<file path="src/logic/cnfg_pkg.sv">
/* Register map, widths, field positions and struct types
   shared by the host control-register block */
package cnfg_pkg;

  // --------------------------------------------------
  // Widths
  // --------------------------------------------------
  localparam int AXIL_DATA_BITS    = 64;
  localparam int AXIL_ADDR_BITS    = 10;
  localparam int ADDR_LSB          = 3;   // Byte offset inside a register
  localparam int REG_IDX_BITS      = 7;   // 128 registers
  localparam int PADDR_BITS        = 48;
  localparam int LEN_BITS          = 28;
  localparam int WB_DATA_BITS      = 32;  // Writeback value width
  localparam int LOWSPEED_OUT_BITS = 3;

  localparam logic [1:0] RESP_OKAY = 2'b00;

  // --------------------------------------------------
  // Register map
  // --------------------------------------------------
  localparam logic [REG_IDX_BITS-1:0] PROBE_REG    = 7'd0;
  localparam logic [REG_IDX_BITS-1:0] N_CHAN_REG   = 7'd1;
  localparam logic [REG_IDX_BITS-1:0] LOWSPEED_REG = 7'd8;
  localparam logic [REG_IDX_BITS-1:0] PR_CTRL_REG  = 7'd10;  // Self-clearing
  localparam logic [REG_IDX_BITS-1:0] PR_STAT_REG  = 7'd11;
  localparam logic [REG_IDX_BITS-1:0] PR_ADDR_REG  = 7'd12;
  localparam logic [REG_IDX_BITS-1:0] PR_LEN_REG   = 7'd13;

  // Control and status bits
  localparam int PR_START = 0;
  localparam int PR_CTL   = 1;
  localparam int PR_CLR   = 2;
  localparam int PR_DONE  = 0;
  localparam int PR_READY = 1;

  localparam int LOWSPEED_BITS = 6;
  localparam logic [LOWSPEED_BITS-1:0] LOWSPEED_RESET = '1;

  // Read-only configuration words
  localparam logic [31:0] PROBE_ID = 32'h6b1c_0e93;
  localparam logic [7:0]  N_CHAN   = 8'd4;

  // Queues and writeback
  localparam int PR_QDEPTH = 16;
  localparam int WB_QDEPTH = 4;
  localparam logic [LEN_BITS-1:0] WB_LEN = 28'd4;  // One 32-bit value

  // --------------------------------------------------
  // Struct types
  // --------------------------------------------------
  typedef struct packed {
    logic [AXIL_ADDR_BITS-1:0]   awaddr;
    logic                        awvalid;
    logic [AXIL_DATA_BITS-1:0]   wdata;
    logic [AXIL_DATA_BITS/8-1:0] wstrb;
    logic                        wvalid;
    logic                        bready;
    logic [AXIL_ADDR_BITS-1:0]   araddr;
    logic                        arvalid;
    logic                        rready;
  } axil_m2s_t;

  typedef struct packed {
    logic                      awready;
    logic                      wready;
    logic                      bvalid;
    logic [1:0]                bresp;
    logic                      arready;
    logic                      rvalid;
    logic [AXIL_DATA_BITS-1:0] rdata;
    logic [1:0]                rresp;
  } axil_s2m_t;

  typedef struct packed {
    logic [REG_IDX_BITS-1:0]     idx;
    logic [AXIL_DATA_BITS-1:0]   data;
    logic [AXIL_DATA_BITS/8-1:0] strb;
  } reg_wr_t;

  typedef struct packed {
    logic                  ctl;
    logic [PADDR_BITS-1:0] paddr;
    logic [LEN_BITS-1:0]   len;
  } dma_req_t;

  typedef struct packed {
    logic [PADDR_BITS-1:0]   paddr;
    logic [WB_DATA_BITS-1:0] value;
  } wback_t;

endpackage

</file>
<file path="src/logic/req_queue.sv">
/* Circular-buffer FIFO with occupancy count, registered output
   and valid/ready on both sides */
`timescale 1ns/1ps

module req_queue #(
  parameter type QTYPE  = logic [31:0],
  parameter int  QDEPTH = 4
) (
  input  logic aclk,
  input  logic aresetn,
  input  QTYPE snk_data,
  input  logic snk_valid,
  output logic snk_ready,
  output QTYPE src_data,
  output logic src_valid,
  input  logic src_ready
);

  localparam int PTR_BITS = (QDEPTH > 1) ? $clog2(QDEPTH) : 1;
  localparam int CNT_BITS = $clog2(QDEPTH + 1);

  QTYPE mem [QDEPTH];
  QTYPE src_data_q;

  logic [PTR_BITS-1:0] wr_ptr_q;
  logic [PTR_BITS-1:0] rd_ptr_q;
  logic [CNT_BITS-1:0] count_q;   // Entries in memory plus output stage
  logic                src_valid_q;

  logic push;
  logic pop;
  logic load;

  logic [CNT_BITS-1:0] mem_used;  // Entries waiting in memory
  logic [PTR_BITS:0]   ptr_dist;

  assign snk_ready = (count_q < CNT_BITS'(QDEPTH));
  assign push = snk_valid && snk_ready;
  assign pop  = src_valid_q && src_ready;
  assign mem_used = count_q - CNT_BITS'(src_valid_q);
  assign load = (mem_used != '0) && (!src_valid_q || src_ready);

  // Distance from read to write pointer, wrapping at the depth
  assign ptr_dist = (wr_ptr_q >= rd_ptr_q) ?
                    ({1'b0, wr_ptr_q} - {1'b0, rd_ptr_q}) :
                    ({1'b0, wr_ptr_q} + (PTR_BITS+1)'(QDEPTH) - {1'b0, rd_ptr_q});

  always_ff @(posedge aclk) begin
    if (!aresetn) begin
      wr_ptr_q    <= '0;
      rd_ptr_q    <= '0;
      count_q     <= '0;
      src_valid_q <= 1'b0;
    end else begin
      if (push) begin
        wr_ptr_q <= (wr_ptr_q == PTR_BITS'(QDEPTH - 1)) ? '0 : wr_ptr_q + 1'b1;
      end
      if (load) begin
        rd_ptr_q <= (rd_ptr_q == PTR_BITS'(QDEPTH - 1)) ? '0 : rd_ptr_q + 1'b1;
      end
      count_q <= count_q + CNT_BITS'(push) - CNT_BITS'(pop);

      if (load) begin
        src_valid_q <= 1'b1;
      end else if (pop) begin
        src_valid_q <= 1'b0;
      end
    end
  end

  // Storage and output stage
  always_ff @(posedge aclk) begin
    if (push) begin
      mem[wr_ptr_q] <= snk_data;
    end
    if (load) begin
      src_data_q <= mem[rd_ptr_q];
    end
  end

  assign src_data  = src_data_q;
  assign src_valid = src_valid_q;

  // A push never lands on an entry still waiting in memory
  a_no_overrun: assert property (@(posedge aclk) disable iff (!aresetn)
    (mem_used == CNT_BITS'(QDEPTH)) ? (ptr_dist == '0)
                                    : (CNT_BITS'(ptr_dist) == mem_used));

endmodule

</file>
<file path="src/logic/axil_ctrl_port.sv">
/* AXI4-Lite slave handshake, turns bus writes and reads into
   register write commands and register index lookups */
`timescale 1ns/1ps

module axil_ctrl_port (
  input  logic                                aclk,
  input  logic                                aresetn,
  input  cnfg_pkg::axil_m2s_t                 s_axil,
  output cnfg_pkg::axil_s2m_t                 s_axil_rsp,
  output cnfg_pkg::reg_wr_t                   reg_wr,
  output logic                                reg_wr_en,
  output logic [cnfg_pkg::REG_IDX_BITS-1:0]   rd_idx,
  input  logic [cnfg_pkg::AXIL_DATA_BITS-1:0] rd_data
);

  logic aw_en_q;  // No write response outstanding
  logic awready_q;
  logic wready_q;
  logic bvalid_q;
  logic arready_q;
  logic rvalid_q;

  logic [cnfg_pkg::REG_IDX_BITS-1:0]   wr_idx_q;
  logic [cnfg_pkg::REG_IDX_BITS-1:0]   rd_idx_q;
  logic [cnfg_pkg::AXIL_DATA_BITS-1:0] rdata_q;

  logic aw_accept;
  logic ar_accept;
  logic wr_hs;
  logic rd_hs;

  assign aw_accept = !awready_q && s_axil.awvalid && s_axil.wvalid && aw_en_q;
  assign ar_accept = !arready_q && s_axil.arvalid && !rvalid_q;
  assign wr_hs = awready_q && s_axil.awvalid && wready_q && s_axil.wvalid;
  assign rd_hs = arready_q && s_axil.arvalid && !rvalid_q;

  // --------------------------------------------------
  // Handshake state
  // --------------------------------------------------
  always_ff @(posedge aclk) begin
    if (!aresetn) begin
      aw_en_q   <= 1'b1;
      awready_q <= 1'b0;
      wready_q  <= 1'b0;
      bvalid_q  <= 1'b0;
      arready_q <= 1'b0;
      rvalid_q  <= 1'b0;
    end else begin
      awready_q <= aw_accept;  // One-cycle pulses
      wready_q  <= aw_accept;
      arready_q <= ar_accept;

      if (aw_accept) begin
        aw_en_q <= 1'b0;
      end else if (bvalid_q && s_axil.bready) begin
        aw_en_q <= 1'b1;
      end

      if (wr_hs) begin
        bvalid_q <= 1'b1;
      end else if (s_axil.bready) begin
        bvalid_q <= 1'b0;
      end

      if (rd_hs) begin
        rvalid_q <= 1'b1;
      end else if (s_axil.rready) begin
        rvalid_q <= 1'b0;
      end
    end
  end

  // Latched indices and read data
  always_ff @(posedge aclk) begin
    if (aw_accept) begin
      wr_idx_q <= s_axil.awaddr[cnfg_pkg::ADDR_LSB +: cnfg_pkg::REG_IDX_BITS];
    end
    if (ar_accept) begin
      rd_idx_q <= s_axil.araddr[cnfg_pkg::ADDR_LSB +: cnfg_pkg::REG_IDX_BITS];
    end
    if (rd_hs) begin
      rdata_q <= rd_data;
    end
  end

  // --------------------------------------------------
  // Register file side
  // --------------------------------------------------
  always_comb begin
    reg_wr.idx  = wr_idx_q;
    reg_wr.data = s_axil.wdata;  // Held stable by the master until wready
    reg_wr.strb = s_axil.wstrb;
  end

  assign reg_wr_en = wr_hs;
  assign rd_idx    = rd_idx_q;

  always_comb begin
    s_axil_rsp.awready = awready_q;
    s_axil_rsp.wready  = wready_q;
    s_axil_rsp.bvalid  = bvalid_q;
    s_axil_rsp.bresp   = cnfg_pkg::RESP_OKAY;
    s_axil_rsp.arready = arready_q;
    s_axil_rsp.rvalid  = rvalid_q;
    s_axil_rsp.rdata   = rdata_q;
    s_axil_rsp.rresp   = cnfg_pkg::RESP_OKAY;
  end

  // Responses hold until taken
  a_bvalid_hold: assert property (@(posedge aclk) disable iff (!aresetn)
    (bvalid_q && !s_axil.bready) |=> bvalid_q);

  a_rvalid_hold: assert property (@(posedge aclk) disable iff (!aresetn)
    (rvalid_q && !s_axil.rready) |=> (rvalid_q && $stable(rdata_q)));

endmodule

</file>
<file path="src/logic/cnfg_regs.sv">
/* Register file with write decode, read mux, PR control and
   status, and the PR DMA request queue */
`timescale 1ns/1ps

module cnfg_regs (
  input  logic                                   aclk,
  input  logic                                   aresetn,
  input  cnfg_pkg::reg_wr_t                      reg_wr,
  input  logic                                   reg_wr_en,
  input  logic [cnfg_pkg::REG_IDX_BITS-1:0]      rd_idx,
  output logic [cnfg_pkg::AXIL_DATA_BITS-1:0]    rd_data,
  output cnfg_pkg::dma_req_t                     m_pr_dma,
  output logic                                   m_pr_dma_valid,
  input  logic                                   m_pr_dma_ready,
  input  logic                                   pr_dma_done,
  output logic [cnfg_pkg::LOWSPEED_OUT_BITS-1:0] lowspeed_ctrl
);

  localparam int STRB_BITS = cnfg_pkg::AXIL_DATA_BITS / 8;

  logic [cnfg_pkg::LOWSPEED_BITS-1:0]  lowspeed_q;
  logic [15:0]                         pr_ctrl_q;
  logic                                pr_done_q;
  logic [cnfg_pkg::AXIL_DATA_BITS-1:0] pr_addr_q;
  logic [31:0]                         pr_len_q;

  cnfg_pkg::dma_req_t pr_req;
  logic               pr_ready;  // PR queue has room

  // --------------------------------------------------
  // Write decode
  // --------------------------------------------------
  always_ff @(posedge aclk) begin
    if (!aresetn) begin
      lowspeed_q <= cnfg_pkg::LOWSPEED_RESET;
      pr_ctrl_q  <= '0;
      pr_done_q  <= 1'b0;
      pr_addr_q  <= '0;
      pr_len_q   <= '0;
    end else begin
      pr_ctrl_q <= '0;  // Strobes last one cycle

      // Clear beats a done arriving in the same cycle
      if (pr_ctrl_q[cnfg_pkg::PR_CLR]) begin
        pr_done_q <= 1'b0;
      end else if (pr_dma_done) begin
        pr_done_q <= 1'b1;
      end

      if (reg_wr_en) begin
        case (reg_wr.idx)
          cnfg_pkg::LOWSPEED_REG: begin
            if (reg_wr.strb[0]) begin
              lowspeed_q <= reg_wr.data[cnfg_pkg::LOWSPEED_BITS-1:0];
            end
          end
          cnfg_pkg::PR_CTRL_REG: begin
            for (int i = 0; i < 2; i++) begin
              if (reg_wr.strb[i]) begin
                pr_ctrl_q[i*8 +: 8] <= reg_wr.data[i*8 +: 8];
              end
            end
          end
          cnfg_pkg::PR_ADDR_REG: begin
            for (int i = 0; i < STRB_BITS; i++) begin
              if (reg_wr.strb[i]) begin
                pr_addr_q[i*8 +: 8] <= reg_wr.data[i*8 +: 8];
              end
            end
          end
          cnfg_pkg::PR_LEN_REG: begin
            for (int i = 0; i < 4; i++) begin
              if (reg_wr.strb[i]) begin
                pr_len_q[i*8 +: 8] <= reg_wr.data[i*8 +: 8];
              end
            end
          end
          default: ;
        endcase
      end
    end
  end

  // --------------------------------------------------
  // Read mux
  // --------------------------------------------------
  always_comb begin
    rd_data = '0;  // Unmapped reads return zero
    case (rd_idx)
      cnfg_pkg::PROBE_REG:    rd_data[31:0] = cnfg_pkg::PROBE_ID;
      cnfg_pkg::N_CHAN_REG:   rd_data[7:0] = cnfg_pkg::N_CHAN;
      cnfg_pkg::LOWSPEED_REG: rd_data[cnfg_pkg::LOWSPEED_BITS-1:0] = lowspeed_q;
      cnfg_pkg::PR_STAT_REG: begin
        rd_data[cnfg_pkg::PR_READY] = pr_ready;
        rd_data[cnfg_pkg::PR_DONE]  = pr_done_q;
      end
      cnfg_pkg::PR_ADDR_REG:  rd_data = pr_addr_q;
      cnfg_pkg::PR_LEN_REG:   rd_data[31:0] = pr_len_q;
      default: ;
    endcase
  end

  assign lowspeed_ctrl = lowspeed_q[cnfg_pkg::LOWSPEED_OUT_BITS-1:0];

  // --------------------------------------------------
  // PR request queue
  // --------------------------------------------------
  always_comb begin
    pr_req.ctl   = pr_ctrl_q[cnfg_pkg::PR_CTL];
    pr_req.paddr = pr_addr_q[cnfg_pkg::PADDR_BITS-1:0];
    pr_req.len   = pr_len_q[cnfg_pkg::LEN_BITS-1:0];
  end

  // A start into a full queue is dropped
  req_queue #(
    .QTYPE  (cnfg_pkg::dma_req_t),
    .QDEPTH (cnfg_pkg::PR_QDEPTH)
  ) pr_queue_i (
    .aclk      (aclk),
    .aresetn   (aresetn),
    .snk_data  (pr_req),
    .snk_valid (pr_ctrl_q[cnfg_pkg::PR_START]),
    .snk_ready (pr_ready),
    .src_data  (m_pr_dma),
    .src_valid (m_pr_dma_valid),
    .src_ready (m_pr_dma_ready)
  );

endmodule

</file>
<file path="src/logic/wback_path.sv">
/* Writeback path, splits each item into a DMA write request
   and a 32-bit value stream, each through its own queue */
`timescale 1ns/1ps

module wback_path (
  input  logic                              aclk,
  input  logic                              aresetn,
  input  cnfg_pkg::wback_t                  s_wback,
  input  logic                              s_wback_valid,
  output logic                              s_wback_ready,
  output cnfg_pkg::dma_req_t                m_wb_dma,
  output logic                              m_wb_dma_valid,
  input  logic                              m_wb_dma_ready,
  output logic [cnfg_pkg::WB_DATA_BITS-1:0] m_axis_wb_tdata,
  output logic                              m_axis_wb_tvalid,
  input  logic                              m_axis_wb_tready
);

  cnfg_pkg::dma_req_t wb_req;
  logic               req_ready;
  logic               val_ready;
  logic               push;

  always_comb begin
    wb_req.ctl   = 1'b1;  // Write direction
    wb_req.paddr = s_wback.paddr;
    wb_req.len   = cnfg_pkg::WB_LEN;
  end

  // Both queues take the item together or not at all
  assign s_wback_ready = req_ready && val_ready;
  assign push = s_wback_valid && s_wback_ready;

  req_queue #(
    .QTYPE  (cnfg_pkg::dma_req_t),
    .QDEPTH (cnfg_pkg::WB_QDEPTH)
  ) wb_req_queue_i (
    .aclk      (aclk),
    .aresetn   (aresetn),
    .snk_data  (wb_req),
    .snk_valid (push),
    .snk_ready (req_ready),
    .src_data  (m_wb_dma),
    .src_valid (m_wb_dma_valid),
    .src_ready (m_wb_dma_ready)
  );

  req_queue #(
    .QTYPE  (logic [cnfg_pkg::WB_DATA_BITS-1:0]),
    .QDEPTH (cnfg_pkg::WB_QDEPTH)
  ) wb_val_queue_i (
    .aclk      (aclk),
    .aresetn   (aresetn),
    .snk_data  (s_wback.value),
    .snk_valid (push),
    .snk_ready (val_ready),
    .src_data  (m_axis_wb_tdata),
    .src_valid (m_axis_wb_tvalid),
    .src_ready (m_axis_wb_tready)
  );

endmodule

</file>
<file path="src/logic/cnfg_slave.sv">
/* Host control-register block top, bus port, register file
   and writeback path */
`timescale 1ns/1ps

module cnfg_slave (
  input  logic                                   aclk,
  input  logic                                   aresetn,
  input  cnfg_pkg::axil_m2s_t                    s_axil,
  output cnfg_pkg::axil_s2m_t                    s_axil_rsp,
  output cnfg_pkg::dma_req_t                     m_pr_dma,
  output logic                                   m_pr_dma_valid,
  input  logic                                   m_pr_dma_ready,
  input  logic                                   pr_dma_done,
  input  cnfg_pkg::wback_t                       s_wback,
  input  logic                                   s_wback_valid,
  output logic                                   s_wback_ready,
  output cnfg_pkg::dma_req_t                     m_wb_dma,
  output logic                                   m_wb_dma_valid,
  input  logic                                   m_wb_dma_ready,
  output logic [cnfg_pkg::WB_DATA_BITS-1:0]      m_axis_wb_tdata,
  output logic                                   m_axis_wb_tvalid,
  input  logic                                   m_axis_wb_tready,
  output logic [cnfg_pkg::LOWSPEED_OUT_BITS-1:0] lowspeed_ctrl
);

  cnfg_pkg::reg_wr_t                   reg_wr;
  logic                                reg_wr_en;
  logic [cnfg_pkg::REG_IDX_BITS-1:0]   rd_idx;
  logic [cnfg_pkg::AXIL_DATA_BITS-1:0] rd_data;  // Combinational lookup

  // --------------------------------------------------
  // Bus port and register file
  // --------------------------------------------------
  axil_ctrl_port port_i (
    .aclk       (aclk),
    .aresetn    (aresetn),
    .s_axil     (s_axil),
    .s_axil_rsp (s_axil_rsp),
    .reg_wr     (reg_wr),
    .reg_wr_en  (reg_wr_en),
    .rd_idx     (rd_idx),
    .rd_data    (rd_data)
  );

  cnfg_regs regs_i (
    .aclk           (aclk),
    .aresetn        (aresetn),
    .reg_wr         (reg_wr),
    .reg_wr_en      (reg_wr_en),
    .rd_idx         (rd_idx),
    .rd_data        (rd_data),
    .m_pr_dma       (m_pr_dma),
    .m_pr_dma_valid (m_pr_dma_valid),
    .m_pr_dma_ready (m_pr_dma_ready),
    .pr_dma_done    (pr_dma_done),
    .lowspeed_ctrl  (lowspeed_ctrl)
  );

  // Writeback
  wback_path wback_i (
    .aclk             (aclk),
    .aresetn          (aresetn),
    .s_wback          (s_wback),
    .s_wback_valid    (s_wback_valid),
    .s_wback_ready    (s_wback_ready),
    .m_wb_dma         (m_wb_dma),
    .m_wb_dma_valid   (m_wb_dma_valid),
    .m_wb_dma_ready   (m_wb_dma_ready),
    .m_axis_wb_tdata  (m_axis_wb_tdata),
    .m_axis_wb_tvalid (m_axis_wb_tvalid),
    .m_axis_wb_tready (m_axis_wb_tready)
  );

endmodule

</file>
<file path="config.mk">
export PLATFORM = sky130hd
export DESIGN_NAME = cnfg_slave
export DESIGN_NICKNAME = d
export VERILOG_FILES = /design/src/logic/cnfg_pkg.sv /design/src/logic/req_queue.sv /design/src/logic/axil_ctrl_port.sv /design/src/logic/cnfg_regs.sv /design/src/logic/wback_path.sv /design/src/logic/cnfg_slave.sv
export SDC_FILE = /design/constraint.sdc
export NUM_CORES = 2
export LEC_CHECK = 0
export ABC_AREA = 1
export BUFFER_PORTS_ARGS = -buffer_cell sky130_fd_sc_hd__buf_2
export CAP_MARGIN = 20
export CORE_MARGIN = 3
export CORE_UTILIZATION = 31
export CTS_CLUSTER_DIAMETER = 200
export CTS_CLUSTER_SIZE = 16
export DETAILED_ROUTE_END_ITERATION = 8
export GPL_TIMING_DRIVEN = 0
export PLACE_DENSITY_LB_ADDON = 0.25
export RECOVER_POWER = 100
export SLEW_MARGIN = 20
export SYNTH_ARGS = -nofsm -noshare
export SYNTH_HDL_FRONTEND = slang
export SYNTH_SLANG_ARGS = --single-unit
</file>
<file path="constraint.sdc">
create_clock -name aclk -period 6.54 [get_ports aclk]
set_input_delay 0.654 -clock aclk [delete_from_list [all_inputs] [get_ports aclk]]
set_output_delay 0.654 -clock aclk [all_outputs]
set_load 0.01 [all_outputs]
</file>
# After elaboration in Yosys (flattened, before gate mapping)
# Memory sizes are Yosys's and may differ from the RTL's. A register that Yosys moved wholly into a read port is not among the register bits.
# Cells that the tools add are included.
# word_totals
ramBits,1552
register_bits,248
input_bits,184
n_memories,3
out_inout_bits,266
word_cells,159
# op_classes
mux,28
n_eq_ne,15
n_bitwise,1
n_lt_le_gt_ge,3
reduce_logical,56
addsub,15
# mem_list
memory,words,width,rd,rd_clocked_by_memory_dff,wr,line,text
regs_i.pr_queue_i.mem,16,77,1,1,1,req_queue.sv:22,QTYPE mem [QDEPTH];
wback_i.wb_req_queue_i.mem,4,48,1,1,1,req_queue.sv:22,
wback_i.wb_val_queue_i.mem,4,32,1,1,1,req_queue.sv:22,
# op_table
operator,count
$pmux 24 s3,1
$eq 7x4->1 const B,8
$reduce_and 3->1,13
$logic_and 1x1->1,22
$pmux 4 s5,1
$mux 1,18
$reduce_bool 2->1,6
$sub 3x1->3,4
$pmux 2 s5,1
$sub 5x1->5,2
$add 2x1->2 const B,4
$add 4x1->4 const B,2
$eq 2x2->1 const B,4
$eq 4x4->1 const B,2
$mux 2,4
$mux 4,2
$eq 7x1->1 const B,1
$logic_not 7->1,1
$add 3x1->3,2
$logic_not 1->1,6
$lt 3x3->1 const B,2
$pmux 2 s3,1
$reduce_bool 3->1,2
$add 5x1->5,1
6 further kinds,8

# Depth between registers and ports, before layout
# depth
ltp_word,6
ltp_mapped,11
mapped_depth_nobuf,11

# By module
# From an unflattened synthesis, not the netlist that was laid out.
# hier_totals
cells_unflattened,6253
hier_area_um2,80634.8
# modules_own_cells
module,cells_per_inst,instances,area_per_inst_um2,seq_area_each_um2
req_queue at regs_i.pr_queue_i,3870,1,51500.6,39588.0
req_queue at wback_i.wb_req_queue_i,895,1,14254.9,11721.2
req_queue at wback_i.wb_val_queue_i,415,1,6212.2,4964.8
cnfg_regs,875,1,5476.5,2122.0
axil_ctrl_port,192,1,3165.5,2442.3
wback_path,6,1,25.0,0.0

# Worst setup path before layout
# OpenSTA, ideal clock, no wires.
# synth_timing
path_kind,register to register
startpoint,reg regs_i.pr_queue_i.wr_ptr_q[0]
endpoint,mem regs_i.pr_queue_i.mem[11][0] (netlist bit) (enable)
setup_time_ps,513
arrival_time_ps,4004
stages_incl_launch_ff,6
path_slack_ps,2023
required_time_ps,6027
synth_period_minus_slack_ps,4517
path_buffers,0
cell_sequence,dfxtp_1 ha_1 inv_1 nor2_1 nand2_1 nor2_1
# synth_rtl
item,line,text
from (decl),req_queue.sv:25,logic [PTR_BITS-1:0] wr_ptr_q;
from (signal assigned),req_queue.sv:56,wr_ptr_q <= (wr_ptr_q == PTR_BITS'(QDEPTH - 1)) ? '0 : wr_ptr_q + 1'b1;
to (decl),req_queue.sv:22,
# Straight into the memory's write port.

# Worst setup path after layout
# layout_timing
startpoint,reg regs_i.pr_queue_i.count_q[4]
endpoint,mem regs_i.pr_queue_i.mem[1][52] (netlist bit) (enable)
# layout_via
elab_chain_cells,4
# layout_rtl
item,line,text
from (decl),req_queue.sv:27,logic [CNT_BITS-1:0] count_q;
from (signal assigned),req_queue.sv:61,count_q <= count_q + CNT_BITS'(push) - CNT_BITS'(pop);
$lt 5x5->1,req_queue.sv:37,assign snk_ready = (count_q < CNT_BITS'(QDEPTH));
$logic_and 1x1->1,req_queue.sv:38,assign push = snk_valid && snk_ready;
$mux 1,req_queue.sv:73,if (push) begin
$mux 1 (not written as such),req_queue.sv:74,mem[wr_ptr_q] <= snk_data;
# No other way between the ends.

==> results.py <==
metrics = {
    "run_status": {
        "status": "finished, violations left",
        "violations": "max-capacitance violations, max-slew violations",
    },
    "layout": {
        "drive_gt1_share_pct": 6.56,
        "final_cell_area_um2": 84000,
        "fin_cells": 9406,
        "num-nets-final": 6370,
        "syn2layout_area_growth_pct": 14.2,
    },
    "critical_path": {
        "reg2reg_from": "regs_i.pr_queue_i.count_q[4]$_SDFF_PN0_",
        "endpoint_kind": "flop",
        "reg2reg_depth": 8,
        "crit_fanout": 20,
        "rrSetupSlack_ns": 1.70,
        "r2r_end": "regs_i.pr_queue_i.mem[1][52]$_DFFE_PP_",
        "critPathKind": "flop to flop",
        "cp.arrival_ns": 5.30,
        "crit_path_start_kind": "flop",
        "critPathRequiredTime_ns": 7.00,
    },
    "clocking": {
        "clockBufferDepth": 3,
        "clock_sinks": 1928,
        "htreeDepth": 4,
        "cts_resized": 0,
        "clock-root-buffer": "clkbuf_16",
        "path_clk_slew_ns": 0.08,
        "cts_tree": "done",
        "ctsHoldBuffers": 12,
        "cts_buffers": 138,
        "clock_latency_ns": 0.79,
        "post_cts_buffers": 0,
    },
    "synthesis": {
        "seq_area_frac_synth_pct": 76.8,
        "ys_ff_latch": 1928,
        "yosys_warnings": 0,
        "yosys.area.top_type": "edfxtp_1",
        "avgSynthCellArea_um2": 13.4,
        "synthTopCellsByArea": "edfxtp_1 (73%), o21ai_0 (5.6%), nor2_1 (5.5%), dfxtp_1 (3.8%), o22ai_1 (2.0%)",
        "syn-cell-area_um2": 73500,
        "ys_types": 40,
        "synth_top_cell_area_share_pct": 73.0,
        "synthesis.instances": 5482,
    },
    "floorplanning": {
        "start_util_pct": 31.2,
        "ios": 450,
        "die_h_um": 493,
        "dieArea_um2": 243000,
        "fp.dieW_um": 493,
        "core_um2": 236000,
        "row_count": 178,
    },
    "sta": {
        "min_period_over_period_pct": 74.0,
        "tightest_slew_ns": 1.96,
        "skew_ns": 0.0388,
        "max_freq_ghz": 0.207,
        "fin_ws_ns": 1.70,
        "period_needed_ns": 4.84,
        "holdWs_ns": 0.0668,
        "timing.setup.tns_ns": 0,
        "slew_headroom_pct": -31.0,
        "drv_slew": 414,
        "finalHoldViolCount": 0,
        "rsz0062_at_grt": "no",
        "setup_viol": 0,
    },
    "pwr": {
        "pwr-share-clk_pct": 26.5,
        "p_sw_share_pct": 33.8,
        "power_density_nw_per_um2": 370,
        "combPwrFrac_pct": 25.7,
        "ir_drop_v": 0.000233,
        "p_seq_share_pct": 47.8,
        "leakagePower_uw": 0.0260,
        "power_switching_uw": 10500,
        "power.internal_uw": 20500,
    },
    "hold_path": {
        "min_path_cells": 1,
        "hold_class": "primary input to flop",
        "holdPathEnd": "port_i.rd_idx[0]$_DFFE_PP_",
        "min_from": "s_axil[5]",
    },
    "global_routing": {
        "grt_pass1_vias": 45300,
        "grt_pass1_wl_um": 326000,
        "grt.overflow.total": 0,
        "antenna_found_initial": 65,
        "grt_max_degree": 61,
        "grtUsageTotal_pct": 18.3,
    },
    "route": {
        "dr.pass1.iters": 5,
        "viasPerCell": 4.94,
        "drcViolationCount": 0,
        "routedWlPerCell_um": 24.3,
        "vias": 46400,
        "drt_iter0_drc": 4563,
        "ant_nets": 0,
        "routed_wl_um": 229000,
    },
    "place": {
        "dp_hpwl_um": 164000,
        "post-place-ws_ns": 3.03,
        "gp_congestion": 0.852,
        "io_buffer_count": 409,
        "dpl_cell_area_um2": 81700,
        "dp.cells": 9153,
    },
    "run": {
        "drv_cap": 26,
    },
}
## cell usage in the layout, fill, tap and decap left out, drive strengths merged
| master | count |
|---|---|
| o211ai | 157 |
| a31oi | 1 |
| nor4 | 27 |
| o22ai | 234 |
| xor2 | 4 |
| o2111ai | 1 |
| nand3b | 3 |
| conb | 33 |
| dfxtp | 141 |
| diode | 33 |
| fa | 3 |
| nor2 | 1076 |
| ha | 28 |
| inv | 162 |
| nand4 | 8 |
| clkinvlp | 2 |
| clkinv | 9 |
| clkbuf | 815 |
| nor3 | 37 |
| a211oi | 2 |
| o21a | 1 |
| nand3 | 184 |
| nand2 | 247 |
| a21oi | 108 |
| o21ai | 887 |
| o21bai | 1 |
| edfxtp | 1787 |
| or2 | 4 |
| buf | 249 |
| dlygate4sd3 | 12 |
## layout make-up
cell class,count,area (µm²)
buffer,378,1890
tap,3150,3940
multi-input combinational,3046,14600
inverter,161,611
fill,23300,152000
timing repair buffer,502,2460
antenna,33,82.6
sequential,1928,56500
clock inverter,12,198
clock buffer,196,3710
## how the worst max path moves through the flow
stage	from	endpoint	depth (start not counted)
after floorplan	regs_i.pr_queue_i.wr_ptr_q[0]$_SDFFE_PN0N_	regs_i.pr_queue_i.mem[11][0]$_DFFE_PP_	5
after global placement	regs_i.pr_queue_i.count_q[4]$_SDFF_PN0_	regs_i.pr_queue_i.mem[12][32]$_DFFE_PP_	5
after detailed placement	regs_i.pr_queue_i.rd_ptr_q[3]$_SDFFE_PN0P_	regs_i.pr_queue_i.src_data[61]$_DFFE_PP_	6
after CTS	regs_i.pr_queue_i.rd_ptr_q[3]$_SDFFE_PN0P_	regs_i.pr_queue_i.src_data[61]$_DFFE_PP_	6
after global routing	regs_i.pr_queue_i.count_q[4]$_SDFF_PN0_	regs_i.pr_queue_i.mem[7][36]$_DFFE_PP_	7
final	regs_i.pr_queue_i.count_q[4]$_SDFF_PN0_	regs_i.pr_queue_i.mem[1][52]$_DFFE_PP_	8
## registers in the layout, indices dropped and copies added, names as in the netlist, 4 cells and up
name,flops
regs_i.lowspeed_q,6
port_i.rdata_q,64
regs_i.pr_queue_i.count_q,5
wback_i.wb_val_queue_i.src_data,32
regs_i.pr_queue_i.mem,1232
regs_i.pr_queue_i.rd_ptr_q,4
port_i.rd_idx,7
wback_i.wb_req_queue_i.mem,192
regs_i.pr_queue_i.src_data,77
port_i.wr_idx_q,7
regs_i.pr_queue_i.wr_ptr_q,4
wback_i.wb_val_queue_i.mem,128
regs_i.pr_addr_q,64
wback_i.wb_req_queue_i.src_data,48
regs_i.pr_len_q,32
## synthesized netlist by cell type, drive strengths merged
cell type / count
a31oi: 1
a21oi: 108
o22ai: 234
a211oi: 2
buf: 159
xor2: 4
ha: 28
o2111ai: 1
nand4: 8
or2: 4
nor3: 37
nand2: 247
nand3b: 3
clkinv: 6
edfxtp: 1787
dfxtp: 141
inv: 155
nor2: 1076
nor4: 27
fa: 3
clkbuf: 219
nand3: 184
o21a: 1
o21bai: 1
conb: 2
o21ai: 887
o211ai: 157
## power by group through the flow
stage | Clock, µW | Combinational (µW) | Sequential [µW]
detailed placement | 0 | 8400 | 15100
floorplan | 0 | 4160 | 15300
global placement | 0 | 8130 | 15200
global route | 8830 | 8800 | 14900
finish | 8220 | 7990 | 14800
CTS | 8420 | 8430 | 14800
## layer usage
layer	part of all wire (%)	routed length (µm)	GRT usage (%)
met1	42	96300	24.4
met2	45	103000	28.8
met3	9.0	20700	5.20
met4	3.7	8510	6.07
met5	0.11	250	0
## worst max-delay path: stages (launching register included)
cell	delay [ns]
dfxtp_1	0.33
inv_1	0.23
nand2_1	0.38
inv_1	0.26
nand2_1	0.17
nor2_1	0.66
clkbuf_1	1.02
clkbuf_1	1.15
buf_12	0.28
## logic make-up (layout without fill, tap and decap cells)
group	count (synthesis)	count (layout)	synth area share, %
DFF	1928	1928	76.8
buffers and inverters	539	1249	3.45
other	2	66	0.0102
adders and majority gates	31	31	0.558
xor gates and xnor gates	4	4	0.0476
AOI/OAI and AO/OA	1392	1392	10.4
and+or+nand+nor	1586	1586	8.69
## metrics by stage
stage                     power, µW  util, %
after floorplan               19500        -
after global routing          32600     35.6
after CTS                     31700     36.4
after global placement        23300     33.8
final                         31100     35.6
after detailed placement      23500     34.7
(Power assumes the default switching activity.)
